## src/design/accel_params.svh

```systemverilog
`ifndef ACCEL_PARAMS_SVH
`define ACCEL_PARAMS_SVH

// Q8.8 data format
`define ACC_DATA_W 16
`define ACC_FRAC 8

// Layer geometry
`define ACC_IMG_N 8
`define ACC_K 3
`define ACC_STRIDE 2
`define ACC_PAD 1
`define ACC_OUT_CH 4
`define ACC_FEAT_N (((`ACC_IMG_N + 2 * `ACC_PAD - `ACC_K) / `ACC_STRIDE) + 1)

// Table and frame sizes
`define ACC_NUM_PIX (`ACC_IMG_N * `ACC_IMG_N)
`define ACC_NUM_WEIGHTS (`ACC_K * `ACC_K * `ACC_OUT_CH)
`define ACC_NUM_BN (2 * `ACC_OUT_CH)
`define ACC_NUM_OUT (`ACC_FEAT_N * `ACC_FEAT_N * `ACC_OUT_CH)

// 1/6 in 0.8 fixed point
`define ACC_HSWISH_SIXTH 43

`endif

```

## src/design/accel_pkg.sv

```systemverilog
`default_nettype none

package accel_pkg;

    typedef logic signed [15:0] fixed_t;
    typedef logic signed [31:0] acc_t;
    typedef logic [5:0] weight_addr_t;
    typedef logic [2:0] bn_addr_t;
    typedef logic [5:0] pix_addr_t;
    typedef logic [1:0] channel_t;

    typedef enum logic [2:0] {
        IDLE,
        LOAD_PARAMS,
        LOAD_IMAGE,
        CONV,
        FINISH
    } ctrl_state_t;

    // Clip a wide intermediate into the Q8.8 range
    function automatic fixed_t sat_fixed(input acc_t v);
        if (v > 32'sd32767) begin
            sat_fixed = 16'sh7fff;
        end else if (v < -32'sd32768) begin
            sat_fixed = 16'sh8000;
        end else begin
            sat_fixed = v[15:0];
        end
    endfunction

endpackage

`default_nettype wire

```

## src/design/accel_ctrl.sv

```systemverilog
`timescale 1ns/1ps
`default_nettype none
`include "accel_params.svh"

module accel_ctrl import accel_pkg::*; (
    input  logic clk,
    input  logic rst,
    input  logic en,
    input  logic params_loaded,
    input  logic image_full,
    input  logic conv_done,
    output logic load_start,
    output logic image_start,
    output logic conv_start,
    output logic ready_for_data,
    output logic done
);

    ctrl_state_t state;

    // Coefficients are fetched only for the first frame after reset
    assign load_start  = (state == IDLE) && en && !params_loaded;
    assign image_start = ((state == IDLE) && en && params_loaded) ||
                         ((state == LOAD_PARAMS) && params_loaded);
    // image_full marks the cycle the last pixel is taken
    assign conv_start  = (state == LOAD_IMAGE) && image_full;

    assign ready_for_data = (state == LOAD_IMAGE);
    assign done           = (state == FINISH);

    always_ff @(posedge clk) begin
        if (rst) begin
            state <= IDLE;
        end else begin
            case (state)
                IDLE: begin
                    if (load_start) begin
                        state <= LOAD_PARAMS;
                    end else if (image_start) begin
                        state <= LOAD_IMAGE;
                    end
                end
                LOAD_PARAMS: begin
                    if (params_loaded) begin
                        state <= LOAD_IMAGE;
                    end
                end
                LOAD_IMAGE: begin
                    if (image_full) begin
                        state <= CONV;
                    end
                end
                CONV: begin
                    // conv_done lines up with the final valid_out
                    if (conv_done) begin
                        state <= FINISH;
                    end
                end
                FINISH: begin
                    state <= IDLE;
                end
                default: begin
                    state <= IDLE;
                end
            endcase
        end
    end

endmodule

`default_nettype wire

```

## src/design/param_loader.sv

```systemverilog
`timescale 1ns/1ps
`default_nettype none
`include "accel_params.svh"

module param_loader import accel_pkg::*; (
    input  logic         clk,
    input  logic         rst,
    input  logic         load_start,
    input  fixed_t       weight_data,
    input  fixed_t       bn_data,
    input  weight_addr_t tap_addr,
    input  channel_t     bn_channel,
    output weight_addr_t weight_addr,
    output logic         weight_en,
    output bn_addr_t     bn_addr,
    output logic         bn_en,
    output logic         params_loaded,
    output fixed_t       tap_weight,
    output fixed_t       gamma,
    output fixed_t       beta
);

    logic         loading;
    weight_addr_t cnt;
    logic         w_cap;
    logic         b_cap;
    weight_addr_t w_cap_addr;
    bn_addr_t     b_cap_addr;
    fixed_t       weight_mem [`ACC_NUM_WEIGHTS];
    fixed_t       bn_mem [`ACC_NUM_BN];

    // One address counter drives both ROMs, BN only covers the first entries
    assign weight_en   = loading;
    assign weight_addr = cnt;
    assign bn_en       = loading && (cnt < `ACC_NUM_BN);
    assign bn_addr     = bn_addr_t'(cnt);

    always_ff @(posedge clk) begin
        if (rst) begin
            loading       <= 1'b0;
            cnt           <= '0;
            w_cap         <= 1'b0;
            b_cap         <= 1'b0;
            params_loaded <= 1'b0;
        end else begin
            w_cap <= weight_en;
            b_cap <= bn_en;
            if (load_start) begin
                loading <= 1'b1;
                cnt     <= '0;
            end else if (loading) begin
                if (cnt == weight_addr_t'(`ACC_NUM_WEIGHTS - 1)) begin
                    loading <= 1'b0;
                    cnt     <= '0;
                end else begin
                    cnt <= cnt + 1'b1;
                end
            end
            // Last weight word lands in the table this cycle
            if (w_cap && (w_cap_addr == weight_addr_t'(`ACC_NUM_WEIGHTS - 1))) begin
                params_loaded <= 1'b1;
            end
        end
    end

    // ROM data returns a cycle after its address
    always_ff @(posedge clk) begin
        w_cap_addr <= weight_addr;
        b_cap_addr <= bn_addr;
        if (w_cap) begin
            weight_mem[w_cap_addr] <= weight_data;
        end
        if (b_cap) begin
            bn_mem[b_cap_addr] <= bn_data;
        end
    end

    assign tap_weight = weight_mem[tap_addr];
    assign gamma      = bn_mem[bn_channel];
    assign beta       = bn_mem[bn_addr_t'(`ACC_OUT_CH + bn_channel)];

endmodule

`default_nettype wire

```

## src/design/image_buffer.sv

```systemverilog
`timescale 1ns/1ps
`default_nettype none
`include "accel_params.svh"

module image_buffer import accel_pkg::*; (
    input  logic      clk,
    input  logic      rst,
    input  logic      image_start,
    input  fixed_t    pixel,
    input  logic      pixel_valid,
    input  logic      ready_for_data,
    input  pix_addr_t rd_addr,
    output fixed_t    rd_data,
    output logic      image_full
);

    pix_addr_t wr_ptr;
    logic      accept;
    fixed_t    mem [`ACC_NUM_PIX];

    assign accept     = pixel_valid && ready_for_data;
    // High while the 64th pixel is being taken
    assign image_full = accept && (wr_ptr == pix_addr_t'(`ACC_NUM_PIX - 1));

    always_ff @(posedge clk) begin
        if (rst || image_start) begin
            wr_ptr <= '0;
        end else if (accept) begin
            wr_ptr <= wr_ptr + 1'b1;
        end
    end

    always_ff @(posedge clk) begin
        if (accept) begin
            mem[wr_ptr] <= pixel;
        end
        rd_data <= mem[rd_addr];
    end

endmodule

`default_nettype wire

```

## src/design/conv_engine.sv

```systemverilog
`timescale 1ns/1ps
`default_nettype none
`include "accel_params.svh"

module conv_engine import accel_pkg::*; (
    input  logic         clk,
    input  logic         rst,
    input  logic         conv_start,
    input  fixed_t       rd_data,
    input  fixed_t       tap_weight,
    output pix_addr_t    rd_addr,
    output weight_addr_t tap_addr,
    output fixed_t       conv_out,
    output channel_t     conv_channel,
    output logic         conv_valid,
    output logic         conv_done
);

    localparam int POS_W = $clog2(`ACC_FEAT_N);

    logic              running;
    logic              emit_ph;
    logic [POS_W-1:0]  out_row;
    logic [POS_W-1:0]  out_col;
    channel_t          ch;
    logic [1:0]        kr;
    logic [1:0]        kc;
    logic signed [5:0] in_row;
    logic signed [5:0] in_col;
    logic              tap_pad;
    logic              tap_last;
    logic              pos_last;
    logic              s1_valid;
    logic              s1_pad;
    logic              s1_first;
    logic              s1_last;
    logic              s1_final;
    fixed_t            s1_w;
    channel_t          s1_ch;
    acc_t              prod;
    acc_t              term;
    acc_t              acc;
    acc_t              acc_next;
    logic [3:0]        done_pipe;

    // Input coordinates of the current tap, may fall in the padding ring
    assign in_row = 6'(int'(out_row) * `ACC_STRIDE - `ACC_PAD + int'(kr));
    assign in_col = 6'(int'(out_col) * `ACC_STRIDE - `ACC_PAD + int'(kc));
    assign tap_pad = (in_row < 0) || (in_row >= `ACC_IMG_N) ||
                     (in_col < 0) || (in_col >= `ACC_IMG_N);

    assign rd_addr  = pix_addr_t'(in_row * `ACC_IMG_N + in_col);
    assign tap_addr = weight_addr_t'(int'(ch) * `ACC_K * `ACC_K + int'(kr) * `ACC_K + int'(kc));

    assign tap_last = (kr == `ACC_K - 1) && (kc == `ACC_K - 1);
    assign pos_last = (out_row == `ACC_FEAT_N - 1) && (out_col == `ACC_FEAT_N - 1) &&
                      (ch == `ACC_OUT_CH - 1);

    // Scan order is row, column, channel, then the nine taps and one emit slot
    always_ff @(posedge clk) begin
        if (rst || conv_start) begin
            running <= conv_start;
            emit_ph <= 1'b0;
            out_row <= '0;
            out_col <= '0;
            ch      <= '0;
            kr      <= '0;
            kc      <= '0;
        end else if (running) begin
            if (!emit_ph) begin
                if (kc == `ACC_K - 1) begin
                    kc <= '0;
                    if (kr == `ACC_K - 1) begin
                        kr      <= '0;
                        emit_ph <= 1'b1;
                    end else begin
                        kr <= kr + 1'b1;
                    end
                end else begin
                    kc <= kc + 1'b1;
                end
            end else begin
                emit_ph <= 1'b0;
                if (ch == `ACC_OUT_CH - 1) begin
                    ch <= '0;
                    if (out_col == `ACC_FEAT_N - 1) begin
                        out_col <= '0;
                        if (out_row == `ACC_FEAT_N - 1) begin
                            out_row <= '0;
                            running <= 1'b0;
                        end else begin
                            out_row <= out_row + 1'b1;
                        end
                    end else begin
                        out_col <= out_col + 1'b1;
                    end
                end else begin
                    ch <= ch + 1'b1;
                end
            end
        end
    end

    // Hold the tap info until the pixel read returns
    always_ff @(posedge clk) begin
        if (rst) begin
            s1_valid <= 1'b0;
        end else begin
            s1_valid <= running && !emit_ph;
        end
    end

    always_ff @(posedge clk) begin
        s1_pad   <= tap_pad;
        s1_w     <= tap_weight;
        s1_first <= (kr == 2'd0) && (kc == 2'd0);
        s1_last  <= tap_last;
        s1_final <= tap_last && pos_last;
        s1_ch    <= ch;
    end

    assign prod     = acc_t'(rd_data) * acc_t'(s1_w);
    assign term     = s1_pad ? acc_t'(0) : (prod >>> `ACC_FRAC);
    assign acc_next = (s1_first ? acc_t'(0) : acc) + term;

    always_ff @(posedge clk) begin
        if (s1_valid) begin
            acc <= acc_next;
        end
        if (s1_valid && s1_last) begin
            conv_out     <= sat_fixed(acc_next);
            conv_channel <= s1_ch;
        end
    end

    // done is delayed past batchnorm and both h-swish stages
    always_ff @(posedge clk) begin
        if (rst) begin
            conv_valid <= 1'b0;
            done_pipe  <= '0;
        end else begin
            conv_valid <= s1_valid && s1_last;
            done_pipe  <= {done_pipe[2:0], s1_valid && s1_last && s1_final};
        end
    end

    assign conv_done = done_pipe[3];

endmodule

`default_nettype wire

```

## src/design/batchnorm.sv

```systemverilog
`timescale 1ns/1ps
`default_nettype none
`include "accel_params.svh"

module batchnorm import accel_pkg::*; (
    input  logic     clk,
    input  logic     rst,
    input  fixed_t   conv_out,
    input  channel_t conv_channel,
    input  logic     conv_valid,
    input  fixed_t   gamma,
    input  fixed_t   beta,
    output channel_t bn_channel,
    output fixed_t   bn_out,
    output logic     bn_valid
);

    acc_t scaled;
    acc_t sum;

    // Coefficient lookup follows the incoming result's channel
    assign bn_channel = conv_channel;

    assign scaled = (acc_t'(gamma) * acc_t'(conv_out)) >>> `ACC_FRAC;
    assign sum    = scaled + acc_t'(beta);

    always_ff @(posedge clk) begin
        if (rst) begin
            bn_valid <= 1'b0;
        end else begin
            bn_valid <= conv_valid;
        end
    end

    always_ff @(posedge clk) begin
        if (conv_valid) begin
            bn_out <= sat_fixed(sum);
        end
    end

endmodule

`default_nettype wire

```

## src/design/hswish.sv

```systemverilog
`timescale 1ns/1ps
`default_nettype none
`include "accel_params.svh"

module hswish import accel_pkg::*; (
    input  logic   clk,
    input  logic   rst,
    input  fixed_t bn_out,
    input  logic   bn_valid,
    output fixed_t data_out,
    output logic   valid_out
);

    localparam acc_t THREE = acc_t'(3 << `ACC_FRAC);
    localparam acc_t SIX   = acc_t'(6 << `ACC_FRAC);

    acc_t shifted_x;
    acc_t clamp;
    acc_t prod;
    acc_t scaled;
    acc_t s1_prod;
    logic s1_valid;

    // relu6(x + 3)
    assign shifted_x = acc_t'(bn_out) + THREE;

    always_comb begin
        if (shifted_x < 0) begin
            clamp = '0;
        end else if (shifted_x > SIX) begin
            clamp = SIX;
        end else begin
            clamp = shifted_x;
        end
    end

    assign prod   = (acc_t'(bn_out) * clamp) >>> `ACC_FRAC;
    // Divide by six as a multiply by 43/256
    assign scaled = (s1_prod * `ACC_HSWISH_SIXTH) >>> `ACC_FRAC;

    always_ff @(posedge clk) begin
        if (rst) begin
            s1_valid  <= 1'b0;
            valid_out <= 1'b0;
        end else begin
            s1_valid  <= bn_valid;
            valid_out <= s1_valid;
        end
    end

    always_ff @(posedge clk) begin
        if (bn_valid) begin
            s1_prod <= prod;
        end
        if (s1_valid) begin
            data_out <= sat_fixed(scaled);
        end
    end

endmodule

`default_nettype wire

```

## src/design/accel_top.sv

```systemverilog
`timescale 1ns/1ps
`default_nettype none
`include "accel_params.svh"

module accel_top import accel_pkg::*; (
    input  logic         clk,
    input  logic         rst,
    input  logic         en,
    input  fixed_t       pixel,
    input  logic         pixel_valid,
    input  fixed_t       weight_data,
    input  fixed_t       bn_data,
    output weight_addr_t weight_addr,
    output bn_addr_t     bn_addr,
    output logic         weight_en,
    output logic         bn_en,
    output fixed_t       data_out,
    output logic         valid_out,
    output logic         done,
    output logic         ready_for_data
);

    logic         load_start;
    logic         image_start;
    logic         conv_start;
    logic         params_loaded;
    logic         image_full;
    logic         conv_done;
    pix_addr_t    rd_addr;
    fixed_t       rd_data;
    weight_addr_t tap_addr;
    fixed_t       tap_weight;
    channel_t     bn_channel;
    fixed_t       gamma;
    fixed_t       beta;
    fixed_t       conv_out;
    channel_t     conv_channel;
    logic         conv_valid;
    fixed_t       bn_out;
    logic         bn_valid;

    accel_ctrl u_ctrl (
        .clk            (clk),
        .rst            (rst),
        .en             (en),
        .params_loaded  (params_loaded),
        .image_full     (image_full),
        .conv_done      (conv_done),
        .load_start     (load_start),
        .image_start    (image_start),
        .conv_start     (conv_start),
        .ready_for_data (ready_for_data),
        .done           (done)
    );

    param_loader u_params (
        .clk           (clk),
        .rst           (rst),
        .load_start    (load_start),
        .weight_data   (weight_data),
        .bn_data       (bn_data),
        .tap_addr      (tap_addr),
        .bn_channel    (bn_channel),
        .weight_addr   (weight_addr),
        .weight_en     (weight_en),
        .bn_addr       (bn_addr),
        .bn_en         (bn_en),
        .params_loaded (params_loaded),
        .tap_weight    (tap_weight),
        .gamma         (gamma),
        .beta          (beta)
    );

    image_buffer u_image (
        .clk            (clk),
        .rst            (rst),
        .image_start    (image_start),
        .pixel          (pixel),
        .pixel_valid    (pixel_valid),
        .ready_for_data (ready_for_data),
        .rd_addr        (rd_addr),
        .rd_data        (rd_data),
        .image_full     (image_full)
    );

    conv_engine u_conv (
        .clk          (clk),
        .rst          (rst),
        .conv_start   (conv_start),
        .rd_data      (rd_data),
        .tap_weight   (tap_weight),
        .rd_addr      (rd_addr),
        .tap_addr     (tap_addr),
        .conv_out     (conv_out),
        .conv_channel (conv_channel),
        .conv_valid   (conv_valid),
        .conv_done    (conv_done)
    );

    batchnorm u_bn (
        .clk          (clk),
        .rst          (rst),
        .conv_out     (conv_out),
        .conv_channel (conv_channel),
        .conv_valid   (conv_valid),
        .gamma        (gamma),
        .beta         (beta),
        .bn_channel   (bn_channel),
        .bn_out       (bn_out),
        .bn_valid     (bn_valid)
    );

    hswish u_act (
        .clk       (clk),
        .rst       (rst),
        .bn_out    (bn_out),
        .bn_valid  (bn_valid),
        .data_out  (data_out),
        .valid_out (valid_out)
    );

endmodule

`default_nettype wire

```

## config.mk

```make
export PLATFORM = sky130hd
export DESIGN_NAME = accel_top
export DESIGN_NICKNAME = d
export VERILOG_FILES = /design/src/design/accel_pkg.sv /design/src/design/accel_ctrl.sv /design/src/design/param_loader.sv /design/src/design/image_buffer.sv /design/src/design/conv_engine.sv /design/src/design/batchnorm.sv /design/src/design/hswish.sv /design/src/design/accel_top.sv
export VERILOG_INCLUDE_DIRS = /design/src /design/src/design
export SDC_FILE = /design/constraint.sdc
export NUM_CORES = 2
export LEC_CHECK = 0
export BUFFER_PORTS_ARGS = -buffer_cell sky130_fd_sc_hd__buf_2
export CORE_ASPECT_RATIO = 2
export CORE_MARGIN = 5
export CORE_UTILIZATION = 50
export CTS_BUF_LIST = sky130_fd_sc_hd__clkbuf_8
export DETAILED_ROUTE_END_ITERATION = 10
export PLACE_DENSITY = 0.67
export SYNTH_ARGS = -nofsm -noshare
export SYNTH_HDL_FRONTEND = slang
export SYNTH_HIERARCHICAL = 1
export SYNTH_SLANG_ARGS = --single-unit
```

## constraint.sdc

```tcl
create_clock -name clk -period 8.47 [get_ports clk]
set_input_delay 1.694 -clock clk [delete_from_list [all_inputs] [get_ports clk]]
set_output_delay 1.694 -clock clk [all_outputs]
set_load 0.1 [all_outputs]
```

==> results <==
- Yosys attributes the largest share of cell area to edfxtp_1 (51%), fa_1 (14%), ha_1 (5.0%).
- The minimum setup slack in the final design is -0.434 ns.
- The first-pass GRT wire length is 440000 µm.
- The length of the first detailed-routing pass in iterations is 6.
- The half-perimeter wire length of the detailed placement result is 217000 µm.
- The portion of synthesized cell area occupied by the leading cell type is 50.7%.
- The flow ran to the end, but the final reports show violations.
- Dividing the final minimum period by the clock period gives 105%.
- The count of maximum capacitance violations is 0.
- The cell type with the highest aggregate area in the netlist is edfxtp_1.
- After the first detailed-routing iteration, the DRC count stood at 4310.
- For this design, the sink count on the clock tree is 1918.
- In this run the static leakage power is 0.0498 µW.
- Entering global routing, the biggest net connects 100 pins.
- Clock tree synthesis inserted a total of 278 buffers.
- STA classifies the critical path startpoint as a flip-flop.
- The share of the Yosys chip area taken by registers is 52.3%.
- After detailed routing, the number of vias per cell comes to 5.67.
- The total number of yosys warnings is 6.
- Based on the critical path, the design can be clocked at up to 0.112 GHz.
- In the synthesized netlist the dominant register cell turns out to be edfxtp_1.
- The number of port buffers is 81.
- STA puts the critical path data required time at 9.24 ns.
- The die footprint is 0.227 mm².
- The detailed-route DRC error count is 0.
- The final routed wirelength across all metal layers is 295000 µm.
- The dominant cell by count in the synthesized netlist is edfxtp_1.
- Once the floorplan was initialized, standard cells occupied 50.1% of the core.
- The share of flip-flops with an asynchronous set or reset is 0%.
- At the pin with the least slew margin, the transition time is 1.26 ns.
- The final number of max-transition violations came to 0.
- The post-synth design cell area is 0.109 mm².
- The detail route stage leaves a number of antenna-violating nets equal to 0.
- In this run the register-to-register setup slack is -0.43 ns.
- The root buffer cell is clkbuf_8.
- Setup repair after global routing could not meet its margin everywhere.
- The stage delay of the slowest cell on the critical path is 0.58 ns.
- The floorplan die height is 669 µm.
- The count of distinct cell types in the synthesized netlist is 114.
- The congestion estimate from routability-driven global placement came to 0.963.
- The clock passes through at most 4 buffers.
- The count of flip-flops with a built-in enable after synthesis is 1834.
- For this design the ratio of total power to cell area is 217 mW/mm².
- Cells with a size suffix above 1 make up 21.3% of the layout.
- At the placement stage, the worst setup path has a slack of -0.824 ns.
- The peak ir drop on the vdd network is 0.206 mV.
- By startpoint and endpoint, the worst setup path is classified as flip-flop to flip-flop.
- The final hold violation count is 0.
- The initial antenna violation count was 17.
- The data arrival time of the critical path is 9.68 ns.
- Counting I/O delays and the setup requirement, the final critical path takes 8.90 ns.
- The total power draw is 26900 µW.
- In the global route stage, overall resource usage came out at 25.9%.
- The number of flip-flops and latches in the synthesized netlist is 1918.
- The worst max-slew margin expressed relative to the limit is 14.9%.
- Clock-pin slew was measured on the worst setup and hold paths at 0.06 ns.
- The total overflow left after global routing is 0.
- The average cell area after synthesis is 13.9 µm².
- The core region is 0.217 mm².
- Setup violations remaining at the end of the flow were counted as 30.
- The tightest hold path in the finished design has a slack of 0.415 ns.
- Along the worst path, the maximum fanout reaches 8.
- The checks that failed: setup timing.
- The synthesis-to-layout area growth is 14.5%.
- 82 I/O pins were placed.
- The number of levels the H-tree was split into is 5.
- After detailed routing, the average wire length per cell comes to 25.3 µm.
- The via count is 66.2k.
- The via count of the first global-routing pass is 72.8k.
- The worst hold path belongs to the class flip-flop to flip-flop.
- The die extent in x is 339 µm.
- Clock skew on the completed layout was measured at 0.102 ns.
- The net count reported at finish is 9911.
- The synthesized instance count is 7781.
- In this run the core area contains 242 standard-cell rows.
- Ranked by instance count, the synthesized netlist is headed by edfxtp_1 (1834), inv_1 (1106), fa_1 (767).
- The later pin in the worst-skew pair is clocked with a latency of 0.94 ns.
- The type of destination of the critical path is a flip-flop.
- The library cell contributing the largest single delay on the critical path is mux4_2.
- The TritonCTS clock tree is yes.
[cells by family after synthesis]
group,after synthesis,share of synthesized area [%]
multiplexers,702,8.62
other,2,0.00692
adder cells (fa/ha/maj),1199,19.1
XOR/XNOR,177,1.45
flip-flops,1918,52.3
AO/OA/AOI/OAI,885,6.17
buffers and inverters,1433,5.52
AND/OR/NAND/NOR,1465,6.80
[state kept, by name, indices dropped and copies added (netlist names), 24 cells and up]
name,count
u_params/weight_mem,576
u_image/mem,1024
u_conv/acc,32
u_params/bn_mem,128
u_act/s1_prod,24
[through the flow]
stage          cell area (µm²)  utilization, %  setup TNS, ns  std cells
2_1_floorplan           109000               -         -0.105       7855
3_3_place_gp            117000            53.9         -20.20      11100
3_5_place_dp            117000            53.9         -20.70      11100
4_1_cts                 124000            57.1          -5.45      11653
5_1_grt                 124000            57.3         -15.14      11676
6_report                124000            57.3          -6.67      11678
[path summary, 6_finish.rpt]
check,start,end,cells after the start
setup reg to reg,u_conv/conv_channel[0],u_bn/bn_out[7],38
hold / removal,u_conv/s1_ch[1],u_conv/conv_channel[1],0
setup / recovery,u_conv/conv_channel[0],u_bn/bn_out[7],38
hold reg to reg,u_conv/s1_ch[1],u_conv/conv_channel[1],0
[what timing repair did]
| action | in CTS | in global routing |
|---|---|---|
| gates resized for setup | 276 | 91 |
| cloned | 4 | 0 |
| buffers inserted | 70 | 17 |
| pin swaps | 208 | 91 |
| hold buffers | 0 | 0 |
| hold endpoints to repair | 0 | 0 |
| setup endpoints to repair | 35 | 34 |
[critical path, delay by kind of cell, from the launching register on]
family	cells	cell delay (ns)
buffers and inverters	14	1.63
AOI/OAI and AO/OA	7	1.76
DFF	1	0.44
and+or+nand+nor	7	0.78
muxes	1	0.58
adders and majority gates	8	3.43
xor gates and xnor gates	1	0.15
[cell type report]
class                      count  area [µm²]
fill                       17338       92600
sequential                  1918       56800
multi-input combinational   4504       47600
timing repair buffer         851        6880
inverter                    1107        4170
clock buffer                 297        4090
tap                         2806        3510
clock inverter               185        1150
antenna                       10        25.0
[layout by cell type, fill, tap and decap left out, types with 30 or more instances in the layout]
cell	Yosys	final
xor2_1	68	65
o21ai_0	73	57
a22o_1	39	38
nand4_1	39	39
buf_6	40	34
clkbuf_8	0	297
buf_2	60	82
xnor2_1	106	100
a22oi_1	167	166
o22ai_1	31	30
a221oi_2	33	36
a21oi_1	204	169
conb_1	2	76
nand2_1	452	437
nor3_1	47	41
inv_2	0	30
buf_4	45	689
dfxtp_1	84	63
nor2b_1	83	78
nor2_1	261	248
nand3_1	93	84
mux2_2	44	43
buf_12	0	41
mux2i_1	476	476
a21o_1	66	66
and2_1	294	271
inv_1	1106	1138
edfxtp_1	1834	1834
a21oi_2	17	43
mux4_2	182	182
clkinv_1	1	55
ha_4	0	36
ha_1	432	387
nand2b_1	43	43
fa_1	767	737
and3_1	49	48
[layer usage]
layer  up-vias  track usage, %  routed length, µm
met5         -               0                118
met4        18            19.1              26300
met3       965            3.49              13100
met2      2150            51.2             167000
met1     33866            23.8              88900
li1      29162               -                  -
[where the power goes]
part / leakage [µW] / total, µW / internal [µW] / switching (µW)
combinational: 0.0297 / 9270 / 4330 / 4940
clock: 0.00291 / 7150 / 3600 / 3550
sequential: 0.0172 / 10500 / 10500 / 11.8
Note: power is estimated with default switching activity, not from simulation.
